### src/design/atom_bus_pkg.sv
`default_nettype none

// Processor bus widths and the Atom address map
package atom_bus_pkg;

   // ==================================================
   // Bus widths
   // ==================================================

   // Processor address and data byte
   typedef logic [15:0] addr_t;
   typedef logic [7:0]  data_t;

   // External SRAM address, 256K x 8
   typedef logic [17:0] ram_addr_t;

   // PIA register select, address bits 1:0
   typedef logic [1:0]  pia_reg_t;

   // ==================================================
   // Address map
   // ==================================================

   // ROM at C000-FFFF, address bits 15:14
   localparam logic [1:0] ROM_TOP  = 2'b11;

   // 1K pages, address bits 15:10
   // PIA at B000-B3FF
   localparam logic [5:0] PIA_PAGE = 6'b101100;
   // PL8 at B400-B7FF
   localparam logic [5:0] PL8_PAGE = 6'b101101;
   // VIA at B800-BBFF
   localparam logic [5:0] VIA_PAGE = 6'b101110;

   // SD card page BCxx, address bits 15:8, answered in the VIA row
   localparam logic [7:0] SPI_PAGE = 8'hBC;

   // Video RAM at 8000-9FFF, address bits 15:13
   localparam logic [2:0] VID_TOP  = 3'b100;

   // Lower 32K of RAM, address bit 15
   localparam logic       RAM_LOW  = 1'b0;

   // Unused space reads back the high address byte with these bits
   // Bus capacitance and pull downs on the real board
   localparam logic [7:0] FLOAT_MASK = 8'hF1;

endpackage

`default_nettype wire

### src/design/atom_timing_pkg.sv
`default_nettype none

// Clock divider, turbo and cassette timing
package atom_timing_pkg;

   // ==================================================
   // Processor clock
   // ==================================================

   // Speed select, 00 = 1 MHz, 01 = 2, 10 = 4, 11 = 8
   typedef logic [1:0] turbo_t;

   // Divider count over a 25-cycle window of clk25
   typedef logic [4:0] clkdiv_t;
   localparam clkdiv_t CLKDIV_LAST = 5'd24;

   // ==================================================
   // Cassette tone
   // ==================================================

   // Half period in processor enables
   // 208 = 16 * 13, close to the original 4 MHz / 16 / 13 / 8 chain
   localparam int CAS_HALF_PERIOD_DEFAULT = 208;
   typedef logic [7:0] cas_div_t;

endpackage

`default_nettype wire

### src/design/cpu_bus_if.sv
`timescale 1ns/1ps
`default_nettype none

// Captured processor bus shared by the glue blocks
interface cpu_bus_if;
   import atom_bus_pkg::*;

   // Captured core outputs, held between enables
   addr_t address;
   data_t wdata;
   logic  rnw;

   // One-cycle processor clock enable
   logic  clken;

   // Capture register side
   modport source
   (
      output address, wdata, rnw,
      input  clken
   );

   // PIA side reads everything
   modport pia
   (
      input address, wdata, rnw, clken
   );

   // Enable generator side
   modport timing
   (
      output clken
   );

endinterface

`default_nettype wire

### src/design/clock_reset_ctrl.sv
`timescale 1ns/1ps
`default_nettype none

module clock_reset_ctrl
   (
      input  logic                    clk25,
      input  logic                    pwr_up_reset_n,
      input  atom_timing_pkg::turbo_t turbo,
      input  logic                    sw4,
      input  logic                    break_n,
      cpu_bus_if.timing               bus,
      output logic                    clken_d1,
      output logic                    system_reset
   );
   import atom_timing_pkg::*;

   clkdiv_t clkdiv;
   logic    en_hit;
   logic    clken_q;
   logic    hard_reset_n;

   // ==================================================
   // Enable pattern
   // ==================================================

   // Enables fall in the first 16 counts of the window
   // Counts 16-24 stay idle at every speed
   always_comb
   begin
      case (turbo)
         // 1 MHz, count 0 only
         2'b00: en_hit = (clkdiv == '0);
         // 2 MHz, counts 0 and 8
         2'b01: en_hit = (clkdiv[2:0] == 3'b000) && !clkdiv[4];
         // 4 MHz, every 4 counts
         2'b10: en_hit = (clkdiv[1:0] == 2'b00) && !clkdiv[4];
         // 8 MHz, every even count
         default: en_hit = !clkdiv[0] && !clkdiv[4];
      endcase
   end

   // ==================================================
   // Divider, enables and hard reset
   // ==================================================

   always_ff @(posedge clk25)
   begin
      if (!pwr_up_reset_n)
      begin
         clkdiv       <= '0;
         clken_q      <= 1'b0;
         clken_d1     <= 1'b0;
         hard_reset_n <= 1'b0;
      end
      else
      begin
         // Divide 25 MHz down to the window
         if (clkdiv == CLKDIV_LAST)
            clkdiv <= '0;
         else
            clkdiv <= clkdiv + 1'b1;
         // Registered, so one cycle behind the matching count
         clken_q  <= en_hit;
         // Write strobe slot
         clken_d1 <= clken_q;
         // Reset switch only sampled on processor cycles
         if (clken_q)
            hard_reset_n <= sw4;
      end
   end

   assign bus.clken = clken_q;

   // Break key acts at once
   assign system_reset = !hard_reset_n || !break_n;

endmodule

`default_nettype wire

### src/design/cassette_port.sv
`timescale 1ns/1ps
`default_nettype none

module cassette_port
   #(
      parameter int CAS_HALF_PERIOD = atom_timing_pkg::CAS_HALF_PERIOD_DEFAULT
   )
   (
      input  logic       clk25,
      input  logic       pwr_up_reset_n,
      cpu_bus_if.timing  bus,
      input  logic [2:0] pc_out,
      output logic       cas_tone,
      output logic       cas_out,
      output logic       sound
   );
   import atom_timing_pkg::*;

   // Last count before the tone flips
   localparam cas_div_t CAS_DIV_LAST = cas_div_t'(CAS_HALF_PERIOD - 1);

   cas_div_t cas_div;

   // ==================================================
   // Tone divider
   // ==================================================

   // Counts processor enables, so the pitch follows turbo
   always_ff @(posedge clk25)
   begin
      if (!pwr_up_reset_n)
      begin
         cas_div  <= '0;
         cas_tone <= 1'b0;
      end
      else if (bus.clken)
      begin
         if (cas_div == CAS_DIV_LAST)
         begin
            cas_div  <= '0;
            cas_tone <= !cas_tone;
         end
         else
            cas_div <= cas_div + 1'b1;
      end
   end

   // ==================================================
   // Output gating
   // ==================================================

   // Two NANDs and an inverter on the board
   // PC0 low parks the output high, PC1 lets the inverted tone through
   assign cas_out = !pc_out[0] || (pc_out[1] && !cas_tone);

   // Speaker bit
   assign sound = pc_out[2];

endmodule

`default_nettype wire

### src/design/pia_8255.sv
`timescale 1ns/1ps
`default_nettype none

module pia_8255
   (
      input  logic                clk25,
      input  logic                pwr_up_reset_n,
      cpu_bus_if.pia              bus,
      input  logic                pia_cs,
      input  logic [5:0]          key_cols,
      input  logic                shift_n,
      input  logic                ctrl_n,
      input  logic                rept_n,
      input  logic                cas_in,
      input  logic                fs_n,
      input  logic                cas_tone,
      output atom_bus_pkg::data_t port_a,
      output logic [3:0]          pc_out,
      output atom_bus_pkg::data_t pia_rdata
   );
   import atom_bus_pkg::*;

   // Port directions are fixed as the Atom uses them
   // A output, B input, C low nibble output, C high nibble input

   pia_reg_t reg_sel;
   logic     wr_en;

   assign reg_sel = bus.address[1:0];

   // Write on a processor cycle with the captured access
   assign wr_en = bus.clken && pia_cs && !bus.rnw;

   // ==================================================
   // Output registers
   // ==================================================

   always_ff @(posedge clk25)
   begin
      if (!pwr_up_reset_n)
      begin
         port_a <= '0;
         pc_out <= '0;
      end
      else if (wr_en)
      begin
         case (reg_sel)
            // Keyboard row and VDG mode
            2'd0: port_a <= bus.wdata;
            // Port C output nibble
            2'd2: pc_out <= bus.wdata[3:0];
            // Control word, bit set/reset when bit 7 is clear
            2'd3:
            begin
               if (!bus.wdata[7])
                  pc_out[bus.wdata[2:1]] <= bus.wdata[0];
            end
            // Port B is input only
            default: ;
         endcase
      end
   end

   // ==================================================
   // Read back
   // ==================================================

   always_comb
   begin
      case (reg_sel)
         2'd0: pia_rdata = port_a;
         // Modifier keys above the six key columns
         2'd1: pia_rdata = {shift_n, ctrl_n, key_cols};
         // Status inputs above the output nibble
         2'd2: pia_rdata = {fs_n, rept_n, cas_in, cas_tone, pc_out};
         // Control register is write only
         default: pia_rdata = '0;
      endcase
   end

endmodule

`default_nettype wire

### src/design/bus_decoder.sv
`timescale 1ns/1ps
`default_nettype none

module bus_decoder
   (
      input  logic                    clk25,
      input  logic                    pwr_up_reset_n,
      input  atom_bus_pkg::addr_t     core_address,
      input  atom_bus_pkg::data_t     core_wdata,
      input  logic                    core_rnw,
      cpu_bus_if.source               bus,
      input  logic                    clken_d1,
      input  atom_bus_pkg::data_t     pia_rdata,
      input  atom_bus_pkg::data_t     ram_rdata,
      output logic                    pia_cs,
      output atom_bus_pkg::data_t     cpu_rdata,
      output atom_bus_pkg::ram_addr_t ram_addr,
      output atom_bus_pkg::data_t     ram_wdata,
      output logic                    ram_cs_n,
      output logic                    ram_oe_n,
      output logic                    ram_we_n
   );
   import atom_bus_pkg::*;

   logic rom_cs;
   logic pl8_cs;
   logic via_cs;
   logic vid_cs;
   logic ram_cs;

   // ==================================================
   // Bus capture
   // ==================================================

   // The core outputs are only valid on the enable edge
   always_ff @(posedge clk25)
   begin
      if (bus.clken)
      begin
         bus.address <= core_address;
         bus.wdata   <= core_wdata;
      end
   end

   // Direction starts as a read
   always_ff @(posedge clk25)
   begin
      if (!pwr_up_reset_n)
         bus.rnw <= 1'b1;
      else if (bus.clken)
         bus.rnw <= core_rnw;
   end

   // ==================================================
   // Chip selects
   // ==================================================

   assign rom_cs = (bus.address[15:14] == ROM_TOP);
   assign pia_cs = (bus.address[15:10] == PIA_PAGE);
   assign pl8_cs = (bus.address[15:10] == PL8_PAGE);
   // VIA row also answers the SD card page
   assign via_cs = (bus.address[15:10] == VIA_PAGE) || (bus.address[15:8] == SPI_PAGE);
   assign vid_cs = (bus.address[15:13] == VID_TOP);
   // ROM is a shadow in the external RAM
   assign ram_cs = (bus.address[15] == RAM_LOW) || rom_cs;

   // ==================================================
   // Read data
   // ==================================================

   // Priority order as on the board
   always_comb
   begin
      if (ram_cs)
         cpu_rdata = ram_rdata;
      else if (vid_cs)
         // no video RAM fitted
         cpu_rdata = '0;
      else if (pia_cs)
         cpu_rdata = pia_rdata;
      else if (pl8_cs)
         cpu_rdata = '0;
      else if (via_cs)
         cpu_rdata = '0;
      else
         // Floating bus
         cpu_rdata = bus.address[15:8] & FLOAT_MASK;
   end

   // ==================================================
   // External RAM strobes
   // ==================================================

   assign ram_addr  = {2'b00, bus.address};
   assign ram_wdata = bus.wdata;
   assign ram_cs_n  = 1'b0;
   assign ram_oe_n  = !bus.rnw;

   // One-cycle strobe in the cycle after capture
   // Writes to ROM space never reach the RAM
   assign ram_we_n = !(clken_d1 && !bus.rnw && !rom_cs);

endmodule

`default_nettype wire

### src/design/atom_glue.sv
`timescale 1ns/1ps
`default_nettype none

module atom_glue
   #(
      parameter int CAS_HALF_PERIOD = atom_timing_pkg::CAS_HALF_PERIOD_DEFAULT
   )
   (
      input  logic                    clk25,
      input  logic                    pwr_up_reset_n,
      input  atom_timing_pkg::turbo_t turbo,
      input  logic                    sw4,
      input  logic                    break_n,
      // Raw 6502 core bus
      input  atom_bus_pkg::addr_t     core_address,
      input  atom_bus_pkg::data_t     core_wdata,
      input  logic                    core_rnw,
      // Keyboard and VDG inputs
      input  logic [5:0]              key_cols,
      input  logic                    shift_n,
      input  logic                    ctrl_n,
      input  logic                    rept_n,
      input  logic                    cas_in,
      input  logic                    fs_n,
      input  atom_bus_pkg::data_t     ram_rdata,
      // Processor side
      output logic                    cpu_clken,
      output logic                    system_reset,
      output atom_bus_pkg::data_t     cpu_rdata,
      // PIA outputs
      output logic [3:0]              kbd_row,
      output logic [3:0]              vdg_mode,
      output logic                    css,
      output logic                    cas_out,
      output logic                    sound,
      // External SRAM
      output atom_bus_pkg::ram_addr_t ram_addr,
      output atom_bus_pkg::data_t     ram_wdata,
      output logic                    ram_cs_n,
      output logic                    ram_oe_n,
      output logic                    ram_we_n
   );
   import atom_bus_pkg::*;

   cpu_bus_if bus_if ();

   logic       clken_d1;
   logic       pia_cs;
   data_t      pia_rdata;
   data_t      port_a;
   logic [3:0] pia_pc;
   logic       cas_tone;

   // Port A low nibble scans the keyboard, high nibble sets VDG mode
   assign kbd_row   = port_a[3:0];
   assign vdg_mode  = port_a[7:4];
   // PC3 picks the alternate colour set
   assign css       = pia_pc[3];
   assign cpu_clken = bus_if.clken;

   // ==================================================
   // Blocks
   // ==================================================

   clock_reset_ctrl u_clock_reset_ctrl
   (
      .clk25          (clk25),
      .pwr_up_reset_n (pwr_up_reset_n),
      .turbo          (turbo),
      .sw4            (sw4),
      .break_n        (break_n),
      .bus            (bus_if.timing),
      .clken_d1       (clken_d1),
      .system_reset   (system_reset)
   );

   bus_decoder u_bus_decoder
   (
      .clk25          (clk25),
      .pwr_up_reset_n (pwr_up_reset_n),
      .core_address   (core_address),
      .core_wdata     (core_wdata),
      .core_rnw       (core_rnw),
      .bus            (bus_if.source),
      .clken_d1       (clken_d1),
      .pia_rdata      (pia_rdata),
      .ram_rdata      (ram_rdata),
      .pia_cs         (pia_cs),
      .cpu_rdata      (cpu_rdata),
      .ram_addr       (ram_addr),
      .ram_wdata      (ram_wdata),
      .ram_cs_n       (ram_cs_n),
      .ram_oe_n       (ram_oe_n),
      .ram_we_n       (ram_we_n)
   );

   pia_8255 u_pia_8255
   (
      .clk25          (clk25),
      .pwr_up_reset_n (pwr_up_reset_n),
      .bus            (bus_if.pia),
      .pia_cs         (pia_cs),
      .key_cols       (key_cols),
      .shift_n        (shift_n),
      .ctrl_n         (ctrl_n),
      .rept_n         (rept_n),
      .cas_in         (cas_in),
      .fs_n           (fs_n),
      .cas_tone       (cas_tone),
      .port_a         (port_a),
      .pc_out         (pia_pc),
      .pia_rdata      (pia_rdata)
   );

   cassette_port #(
      .CAS_HALF_PERIOD (CAS_HALF_PERIOD)
   ) u_cassette_port
   (
      .clk25          (clk25),
      .pwr_up_reset_n (pwr_up_reset_n),
      .bus            (bus_if.timing),
      .pc_out         (pia_pc[2:0]),
      .cas_tone       (cas_tone),
      .cas_out        (cas_out),
      .sound          (sound)
   );

endmodule

`default_nettype wire

### config.mk
export PLATFORM = sky130hd
export DESIGN_NAME = atom_glue
export DESIGN_NICKNAME = d
export VERILOG_FILES = /design/src/design/atom_bus_pkg.sv /design/src/design/atom_timing_pkg.sv /design/src/design/cpu_bus_if.sv /design/src/design/clock_reset_ctrl.sv /design/src/design/cassette_port.sv /design/src/design/pia_8255.sv /design/src/design/bus_decoder.sv /design/src/design/atom_glue.sv
export SDC_FILE = /design/constraint.sdc
export NUM_CORES = 1
export LEC_CHECK = 0
export BUFFER_PORTS_ARGS = -buffer_cell sky130_fd_sc_hd__buf_2
export CAP_MARGIN = 20
export CELL_PAD_IN_SITES_DETAIL_PLACEMENT = 1
export CELL_PAD_IN_SITES_GLOBAL_PLACEMENT = 1
export CORE_MARGIN = 2
export CORE_UTILIZATION = 35
export CTS_CLUSTER_SIZE = 14
export DETAILED_ROUTE_END_ITERATION = 10
export PLACE_DENSITY = 0.76
export SYNTH_ARGS = -nofsm -noshare
export SYNTH_HDL_FRONTEND = slang
export SYNTH_SLANG_ARGS = --single-unit
export TNS_END_PERCENT = 20
### constraint.sdc
create_clock -name clk25 -period 4 [get_ports clk25]
set_input_delay 0.2 -clock clk25 [delete_from_list [all_inputs] [get_ports clk25]]
set_output_delay 0.2 -clock clk25 [all_outputs]
set_load 0.03 [all_outputs]
==> out/summary.txt, run 1 <==
Run status: completed
Sink Count: 54
Max Freq: 0.394 GHz
Detail Placement HPWL: 4780 um
Synth cell types: 42
Rel. slew slack: 46.7%
Top-count cell post-synth: dfxtp_1
Clk_lat worst skew: 0.30 ns
Post-synth top area cell: edfxtp_1
Startpoint Class: flop
Die ar.: 0.00780 mm^2
Worst-path maximum fanout: 20
Minimum clock period: 2.54 ns
Slew Limit Fails: 0
Reg clk slew, reported paths: 0.09 ns
Leading post-synthesis cells by cell area: edfxtp_1 (29%), dfxtp_1 (24%), mux2i_1 (7.2%), nor2b_1 (3.5%), ha_1 (3.0%)
Core area: 0.00683 mm^2
Syn. warnings: 0
1st-pass router iterations: 5
Post-CTS Hold Fix Bufs: 0
Combinational Power Share: 15.6%
Largest net degree at the start of global routing: 25
Post-synth top cells: dfxtp_1 (30), edfxtp_1 (24), nand2_1 (20), nor2_1 (19), mux2i_1 (18)
Final hold viol count: 0
IO buf count: 96
CP Data Arrival Time: 2.34 ns
Die Height: 88.3 um
1st-iter DRT viols: 103
Area delta synth->final: 25.8%
Global-route wire length before repair: 9620 um
#FFs+latches synth: 54
CTS Root Cell: clkbuf_8
Vias per cell: 4.81
Sequential share of power: 56.8%
Maximum clock path buffer count: 2
H-tree levels: 2
Syn Inst Count: 228
Routed WL per cell: 14.6 um
Crit Path Class: flop to output pin
Final WL: 6110 um
Total gr overflow: 0
Total track usage: 15.6%
Diode count: 0
Setup TNS: 0 ns
Psw: 0.000312 W
Pleak: 1.37 nW
Final nets: 379
PD cells: 359 mW/mm^2
Post-synthesis cell area: 0.00249 mm^2
CP Capture Type: output pin
Num rows: 30
CTS resizes: 0
Ratio of cells with drive above 1 in the final layout: 33.6%
Initial antenna violation count: 0
TritonCTS clock tree: done
Post-synth EDFFs: 24
Skew final: 0.00831 ns
Post-CTS setup buffers: 0
Die X: 88.3 um
Sw frac: 27.8%
WP data required: 3.80 ns
DRC Markers: 0
Final setup vio count: 0
Worst VDD drop: 0.123 mV
Int Power: 0.000812 W
GPL Wtd Cong: 0.848
Initial Util: 36.4%
Post-Route Utilization: 45.8%
Share of synthesized flip-flops with an asynchronous set or reset: 0%
Clock network power share: 27.6%
Worst min path class: primary input to flop
Share of the synthesized area in the top cell type: 29.0%
Total CTS buffers: 5
Antenna-violating nets left: 0
Worst-Margin Slew: 0.800 ns
Sequential share of the synthesized area: 53.1%
Max-cap violations: 0
Vias in the first global route: 2045
Final period util: 63.4%
Most used DFF post-synth: dfxtp_1
Synthesized area per cell: 10.9 um^2
DR vias: 2022
Top-level port count: 100
RSZ-0062 raised after global routing: no
[logic make-up after synthesis]
| kind of cell | count (synthesis) | share of synthesized area (%) |
|---|---|---|
| flip-flops | 54 | 53.1 |
| AND/OR/NAND/NOR | 80 | 17.9 |
| adder cells (fa/ha/maj) | 6 | 3.02 |
| buffers and inverters | 18 | 3.67 |
| other | 1 | 0.151 |
| multiplexers | 18 | 7.24 |
| AO/OA/AOI/OAI | 40 | 11.0 |
| XOR/XNOR | 11 | 3.87 |
[power by group through the flow]
stage	combinational (W)	clock, W	sequential (W)
floorplan	0.0000864	0	0.000677
CTS	0.000178	0.000316	0.000639
finish	0.000176	0.000310	0.000638
global route	0.000191	0.000338	0.000643
global placement	0.000173	0	0.000650
detailed placement	0.000177	0	0.000651
[flip-flops by register name, summed over array words and instances, names as in the netlist]
signal	count
u_pia_8255.pc_out	4
u_bus_decoder.bus.rnw	1
u_clock_reset_ctrl.bus.clken	1
u_clock_reset_ctrl.hard_reset_n	1
u_clock_reset_ctrl.clkdiv	5
u_clock_reset_ctrl.clken_d1	1
u_bus_decoder.bus.wdata	8
u_pia_8255.port_a	8
u_cassette_port.cas_tone	1
u_bus_decoder.bus.address	16
u_cassette_port.cas_div	8
[final cells by class]
class | instances | area (um^2)
Clock buffer | 7 | 86.3
Clock inverter | 1 | 5.00
Fill cell | 819 | 3700
Inverter | 7 | 26.3
Multi-Input combinational cell | 158 | 1080
Sequential cell | 54 | 1320
Tap cell | 96 | 120
Timing Repair Buffer | 97 | 488
[per-stage QoR]
step	setup WS [ns]	total power [W]	hold WS, ns	std cells	cell area (um^2)
3_5_place_dp	1.79	0.000828	0.379	412	3040
6_report	1.46	0.00112	0.0677	420	3130
4_1_cts	1.45	0.00113	0.0618	420	3130
5_1_grt	1.26	0.00117	0.0529	420	3130
3_3_place_gp	1.90	0.000822	0.377	412	3040
2_1_floorplan	1.83	0.000764	0.299	230	2500
[layer usage]
metal	wire length, um	up-vias	GRT usage, %
met2	2980	58	27.1
li1	-	999	-
met4	82	0	4.27
met1	2750	956	20.4
met3	299	9	2.24
met5	0	-	0
[cells in the final DEF (no fill, tap or decap), drive strengths merged, types with 2 or more instances in the layout]
master,count
nand4,2
clkbuf,7
nand3b,2
o32ai,2
edfxtp,24
o21ai,9
ha,6
dfxtp,30
nand2,20
and2,3
nor2b,14
o211ai,3
nor2,19
buf,97
xor2,4
inv,7
mux2i,18
o31ai,2
conb,3
nand3,9
a21oi,10
a22o,5
xnor2,7
nand2b,4
[final timing paths]
path                                                         startpoint                                 endpoint  slack (ns)  cells past startpoint
worst max-delay path             u_bus_decoder.bus.address[0]$_DFFE_PP_                             cpu_rdata[4]        1.46                      5
worst min-delay path                                      core_wdata[3]     u_bus_decoder.bus.wdata[3]$_DFFE_PP_        0.07                      1
worst max register to register  u_clock_reset_ctrl.bus.clken$_SDFF_PN0_  u_cassette_port.cas_div[7]$_SDFFE_PN0P_        2.16                      5
worst min register to register  u_clock_reset_ctrl.clkdiv[0]$_SDFF_PP0_  u_clock_reset_ctrl.clkdiv[0]$_SDFF_PP0_        0.48                      1
[worst max-delay path, stage by stage, from the launching register on]
cell and delay [ns]:
edfxtp_1 0.73, nor2b_1 0.55, a2bb2oi_1 0.17, o31ai_1 0.23
a22o_1 0.16, buf_2 0.19
Note: power is estimated with default switching activity, not from simulation.
==> inputs of run 2 (changes only) <==
==> constraint.sdc (replaced) <==
create_clock -name clk25 -period 2.65 [get_ports clk25]
set_input_delay 0.1325 -clock clk25 [delete_from_list [all_inputs] [get_ports clk25]]
set_output_delay 0.1325 -clock clk25 [all_outputs]
set_load 0.03 [all_outputs]
==> out/summary.txt, run 2 (synthesis results as in run 1) <==
Run status: completed
Psw: 0.000482 W
PnR worst setup slack: 0.486 ns
Core area: 0.00683 mm^2
Final setup vio count: 0
CTS resizes: 0
1st-pass router iterations: 3
Cells after DPL: 415
Max Freq: 0.462 GHz
Total CTS buffers: 5
CP Capture Type: output pin
Detail Placement HPWL: 4840 um
Worst slack, placed: 0.803 ns
Rel. slew slack: 65.6%
RSZ-0062 raised after global routing: no
H-tree levels: 2
Num rows: 30
Initial antenna violation count: 0
Final nets: 402
TritonCTS clock tree: done
Max FFs per register: 16
DRC Markers: 0
Crit path cell chain: and4b_2 -> nand2_1 -> a21oi_1 -> a221o_1 -> buf_2
1st-iter DRT viols: 129
Worst-path maximum fanout: 5
Die X: 88.3 um
Setup TNS: 0 ns
IO buf count: 96
DR vias: 2093
Total gr overflow: 0
Largest net degree at the start of global routing: 25
Reg clk slew, reported paths: 0.09 ns
Max-cap violations: 0
Final total power: 0.00189 W
Worst min path class: primary input to flop
Final hold viol count: 0
Die Height: 88.3 um
Final period util: 81.7%
Sw frac: 25.5%
Non-filler instance count after layout: 443
GPL Wtd Cong: 0.792
Worst-Margin Slew: 0.515 ns
Sequential share of power: 50.1%
Vias in the first global route: 2093
Post-CTS setup buffers: 0
Skew final: 0.00515 ns
Leading cell type in the layout, fill and taps excluded: buf_2
Crit Path Class: flop to output pin
Gate family responsible for the most delay along the worst path: compound AO/OA/AOI/OAI gates
Area delta synth->final: 36.4%
Slew Limit Fails: 0
Startpoint Class: flop
Sink Count: 54
Buf/Inv on CP: 1
Global-route wire length before repair: 10200 um
Flop2flop setup slack: 1.07 ns
Top-level port count: 100
Int Power: 0.00141 W
Final WL: 6690 um
Diode count: 0
Vias per cell: 4.72
Die ar.: 0.00780 mm^2
CP Data Arrival Time: 2.03 ns
Pleak: 1.48 nW
Combinational Power Share: 16.4%
Clock network power share: 33.4%
WP data required: 2.52 ns
Crit path max-delay cell type: edfxtp_1
Antenna-violating nets left: 0
Max incr delay on CP: 0.44 ns
Clk_lat worst skew: 0.30 ns
Largest reg by FF count: u_bus_decoder.bus.address
Initial Util: 36.4%
Most frequent cells in the layout: buf_2 (96), dfxtp_1 (30), edfxtp_1 (24), nand2_1 (20), dlygate4sd3_1 (20)
Worst VDD drop: 0.229 mV
Routed WL per cell: 15.1 um
Ratio of cells with drive above 1 in the final layout: 32.3%
Total track usage: 16.9%
Minimum clock period: 2.16 ns
PD cells: 558 mW/mm^2
Maximum clock path buffer count: 2
CTS Root Cell: clkbuf_8
run 2: per-stage QoR:
step           util [%]  area (um^2)  hold WS, ns
2_1_floorplan         -         2500        0.231
3_3_place_gp       44.8         3060        0.308
3_5_place_dp       44.8         3060        0.311
4_1_cts            49.2         3360     0.000643
5_1_grt            49.7         3390    0.0000893
6_report           49.7         3390       0.0179
run 2: what timing repair did:
item / 4_1_cts / 5_1_grt
endpoints found under the hold margin: 17 / 3
hold buffers: 17 / 3
setup endpoints to repair: 0 / 0
run 2: worst paths after layout:
check                                                  to  cells after the start                                     from
hold / removal     u_bus_decoder.bus.address[7]$_DFFE_PP_                      1                          core_address[7]
setup reg to reg        u_pia_8255.port_a[0]$_SDFFE_PN0P_                      4  u_bus_decoder.bus.address[11]$_DFFE_PP_
hold reg to reg   u_clock_reset_ctrl.clkdiv[0]$_SDFF_PP0_                      1  u_clock_reset_ctrl.clkdiv[0]$_SDFF_PP0_
setup / recovery                             cpu_rdata[5]                      5  u_bus_decoder.bus.address[14]$_DFFE_PP_
run 2: area by class of cell:
type,instances,area (um^2)
timing repair buffer,120,711
sequential,54,1320
clock buffer,5,68.8
fill,824,3440
clock inverter,3,63.8
tap,96,120
multi-input combinational,158,1080
inverter,7,26.3
run 2: power groups by stage:
stage	clock (W)	combinational, W	sequential, W
final	0.000633	0.000311	0.000949
after global placement	0	0.000281	0.000966
after global routing	0.000685	0.000339	0.000955
after floorplan	0	0.000130	0.00102
after detailed placement	0	0.000289	0.000968
after CTS	0.000649	0.000310	0.000949
run 2: worst reg2reg max path, stage by stage (launching register included):
cell and delay, ns:
edfxtp_1 0.51, nor4b_4 0.43, nand3_4 0.24, mux2i_1 0.23, nor2b_1 0.06
run 2: routing by layer:
layer	GRT usage [%]	wire [um]	vias up
li1	-	-	1041
met1	21.2	2870	991
met2	30.2	3450	56
met3	1.87	284	5
met4	5.37	78	0
met5	0	0	-
==> inputs of run 3 (changes only) <==
--- a/config.mk
+++ b/config.mk
@@ -5,15 +5,16 @@
 export SDC_FILE = /design/constraint.sdc
 export NUM_CORES = 1
 export LEC_CHECK = 0
+export ABC_AREA = 1
 export BUFFER_PORTS_ARGS = -buffer_cell sky130_fd_sc_hd__buf_2
 export CAP_MARGIN = 20
 export CELL_PAD_IN_SITES_DETAIL_PLACEMENT = 1
 export CELL_PAD_IN_SITES_GLOBAL_PLACEMENT = 1
 export CORE_MARGIN = 2
-export CORE_UTILIZATION = 35
+export CORE_UTILIZATION = 34
 export CTS_CLUSTER_SIZE = 14
 export DETAILED_ROUTE_END_ITERATION = 10
-export PLACE_DENSITY = 0.76
+export PLACE_DENSITY = 0.77
 export SYNTH_ARGS = -nofsm -noshare
 export SYNTH_HDL_FRONTEND = slang
 export SYNTH_SLANG_ARGS = --single-unit
==> constraint.sdc (replaced) <==
create_clock -name clk25 -period 2.2 [get_ports clk25]
set_input_delay 0.11 -clock clk25 [delete_from_list [all_inputs] [get_ports clk25]]
set_output_delay 0.11 -clock clk25 [all_outputs]
set_load 0.03 [all_outputs]
==> out/summary.txt, run 3 <==
1st-pass router iterations: 4
Final nets: 497
Worst hold slack: 0.0451 ns
Filler cells: 939
Most frequent CP cell: nand2_1
Skew final: 0.00609 ns
Global-route wire length before repair: 13200 um
Worst-Margin Slew: 0.599 ns
Initial antenna violation count: 0
Synthesized area per cell: 8.24 um^2
Buf/Inv on CP: 3
Total gr overflow: 0
Final period util: 88.7%
CP Capture Type: output pin
FF-to-FF End: u_pia_8255.port_a[3]$_SDFFE_PN0P_
Post-synth top cells: nand2_1 (83), inv_1 (41), dfxtp_1 (30), nor2_1 (29), edfxtp_1 (24)
Gate family responsible for the most delay along the worst path: buffers and inverters
Crit path cell chain: inv_1 -> nand2_1 -> inv_1 -> nand2_1 -> nand2_1 -> a21oi_1 -> o21ai_0 -> buf_2
Max-cap violations: 0
Min-Delay Endpoint: u_clock_reset_ctrl.hard_reset_n$_SDFFE_PN0P_
Core area: 0.00729 mm^2
Leading post-synthesis cells by cell area: edfxtp_1 (28%), dfxtp_1 (23%), nand2_1 (12%), inv_1 (6.0%), a21oi_1 (4.3%)
Hold Startpoint: sw4
Share of the synthesized area in the top cell type: 28.1%
Max FFs per register: 16
Post-Route Utilization: 48.1%
#FFs+latches synth: 54
DR vias: 2548
Crit Path Class: flop to output pin
TritonCTS clock tree: done
Reg2reg path depth: 8
Final setup vio count: 0
WP data required: 2.09 ns
CTS Root Cell: clkbuf_8
Syn Inst Count: 311
Total track usage: 20.0%
Sequential share of power: 54.6%
Diode count: 0
Initial Util: 35.2%
Largest net degree at the start of global routing: 17
Routed wl met3: 384 um
Num rows: 31
DRC Markers: 0
Combinational Power Share: 19.1%
Max incr delay on CP: 0.53 ns
Leading cell type in the layout, fill and taps excluded: buf_2
Total CTS buffers: 5
RR Startpoint: u_bus_decoder.bus.address[14]$_DFFE_PP_
Worst min path class: primary input to flop
Most used DFF post-synth: dfxtp_1
Worst-path maximum fanout: 5
Non-filler instance count after layout: 541
Routed WL per cell: 14.9 um
Die ar.: 0.00825 mm^2
Routed met2 length: 4160 um
Vias in the first global route: 2659
IO buf count: 96
Pleak: 1.56 nW
Sequential cell area: 0.00132 mm^2
Startpoint Class: flop
Flop2flop setup slack: 0.41 ns
Clk_lat worst skew: 0.31 ns
Rel. slew slack: 59.8%
PD cells: 597 mW/mm^2
Int Power: 0.00147 W
Minimum clock period: 1.95 ns
Most frequent cells in the layout: buf_2 (96), nand2_1 (83), inv_1 (41), dfxtp_1 (30), nor2_1 (28)
Max Freq: 0.512 GHz
Worst VDD drop: 0.334 mV
Largest reg by FF count: u_bus_decoder.bus.address
Setup TNS: 0 ns
Top-count cell post-synth: nand2_1
Maximum clock path buffer count: 2
WL met1: 3320 um
RSZ-0062 raised after global routing: no
Sw frac: 29.8%
GPL Wtd Cong: 0.818
Sink Count: 54
Final WL: 8040 um
Crit path max-delay cell type: edfxtp_1
H-tree levels: 2
Slew Limit Fails: 0
Hold Path Stages: 3
Vias per cell: 4.71
Area occupied by multi-input gates: 0.00103 mm^2
Top-level port count: 100
Psw: 0.000624 W
Detail Placement HPWL: 5860 um
Ratio of cells with drive above 1 in the final layout: 27.6%
Area delta synth->final: 36.7%
Syn. warnings: 0
Synth cell types: 30
Share of synthesized flip-flops with an asynchronous set or reset: 0%
Highest Signal Layer: met4
1st-iter DRT viols: 102
Final hold viol count: 0
Cells after DPL: 504
Die X: 90.8 um
Sequential share of the synthesized area: 51.5%
Clock network power share: 26.3%
Die Height: 90.8 um
Post-synthesis cell area: 0.00256 mm^2
Post-synth top area cell: edfxtp_1
Run status: completed
CP Data Arrival Time: 1.84 ns
Post-synth EDFFs: 24
Reg clk slew, reported paths: 0.09 ns
Antenna-violating nets left: 0
run 3: changes by cell type after synthesis, sizes merged, moves of 9 or more:
cell | before | now
a21oi | 10 | 23
inv | 7 | 42
mux2i | 18 | 0
nand2 | 20 | 85
nand3 | 9 | 18
nor2 | 19 | 33
nor2b | 14 | 0
run 3: worst min-delay path: stages:
cell	delay, ns
buf_2	0.09
nor2_1	0.04
nor2_1	0.08
run 3: cell type report:
cell class	instances	area share (%)
Tap cell	99	3.53
Clock inverter	1	0.214
Sequential cell	54	37.7
Clock buffer	7	2.18
Inverter	44	4.75
Multi-Input combinational cell	208	29.4
Timing Repair Buffer	128	22.3
run 3: how the worst max path moves through the flow:
stage | startpoint | to | slack [ns] | cells past startpoint
2_1_floorplan | u_clock_reset_ctrl.bus.clken$_SDFF_PN0_ | u_pia_8255.port_a[7]$_SDFFE_PN0P_ | 0.19 | 7
4_1_cts | u_bus_decoder.bus.address[14]$_DFFE_PP_ | cpu_rdata[3] | 0.09 | 8
5_1_grt | u_bus_decoder.bus.address[0]$_DFFE_PP_ | cpu_rdata[6] | 0.09 | 8
3_3_place_gp | u_bus_decoder.bus.address[14]$_DFFE_PP_ | cpu_rdata[3] | 0.53 | 8
3_5_place_dp | u_bus_decoder.bus.address[14]$_DFFE_PP_ | cpu_rdata[3] | 0.44 | 8
6_report | u_bus_decoder.bus.address[0]$_DFFE_PP_ | cpu_rdata[6] | 0.25 | 8
run 3: cells by family (layout without fill, tap and decap cells):
logic type,Yosys count,count (layout),share of synthesized area [%]
adders and majority gates,6,6,2.93
AOI/OAI and AO/OA,50,50,11.1
xor gates and xnor gates,1,1,0.342
DFF,54,54,51.5
other,1,3,0.146
and+or+nand+nor,148,148,25.3
buffers and inverters,51,180,8.69
run 3: timing repair:
| item | CTS | global route |
|---|---|---|
| hold endpoints to repair | 24 | 0 |
| setup buffers | 0 | 5 |
| hold buffers | 24 | 0 |
| gates resized for setup | 0 | 1 |
| setup endpoints to repair | 0 | 5 |
run 3: power by group through the flow:
stage	Clock [W]	Sequential [W]	Combinational (W)
floorplan	0	0.00123	0.000157
global placement	0	0.00116	0.000347
detailed placement	0	0.00117	0.000355
CTS	0.000569	0.00114	0.000390
global route	0.000605	0.00115	0.000436
finish	0.000552	0.00114	0.000400
run 3: through the flow:
step	setup WS [ns]	instance area [um^2]	power [W]
final	0.249	3510	0.00209
after global routing	0.0897	3510	0.00219
after CTS	0.0871	3470	0.00210
after detailed placement	0.439	3140	0.00152
after global placement	0.526	3140	0.00151
after floorplan	0.189	2570	0.00138
run 3: per-layer routing:
metal / track usage [%] / vias up
met5: 0 / -
met4: 7.32 / 0
met3: 4.76 / 13
met2: 36.4 / 64
met1: 22.6 / 1205
li1: - / 1266
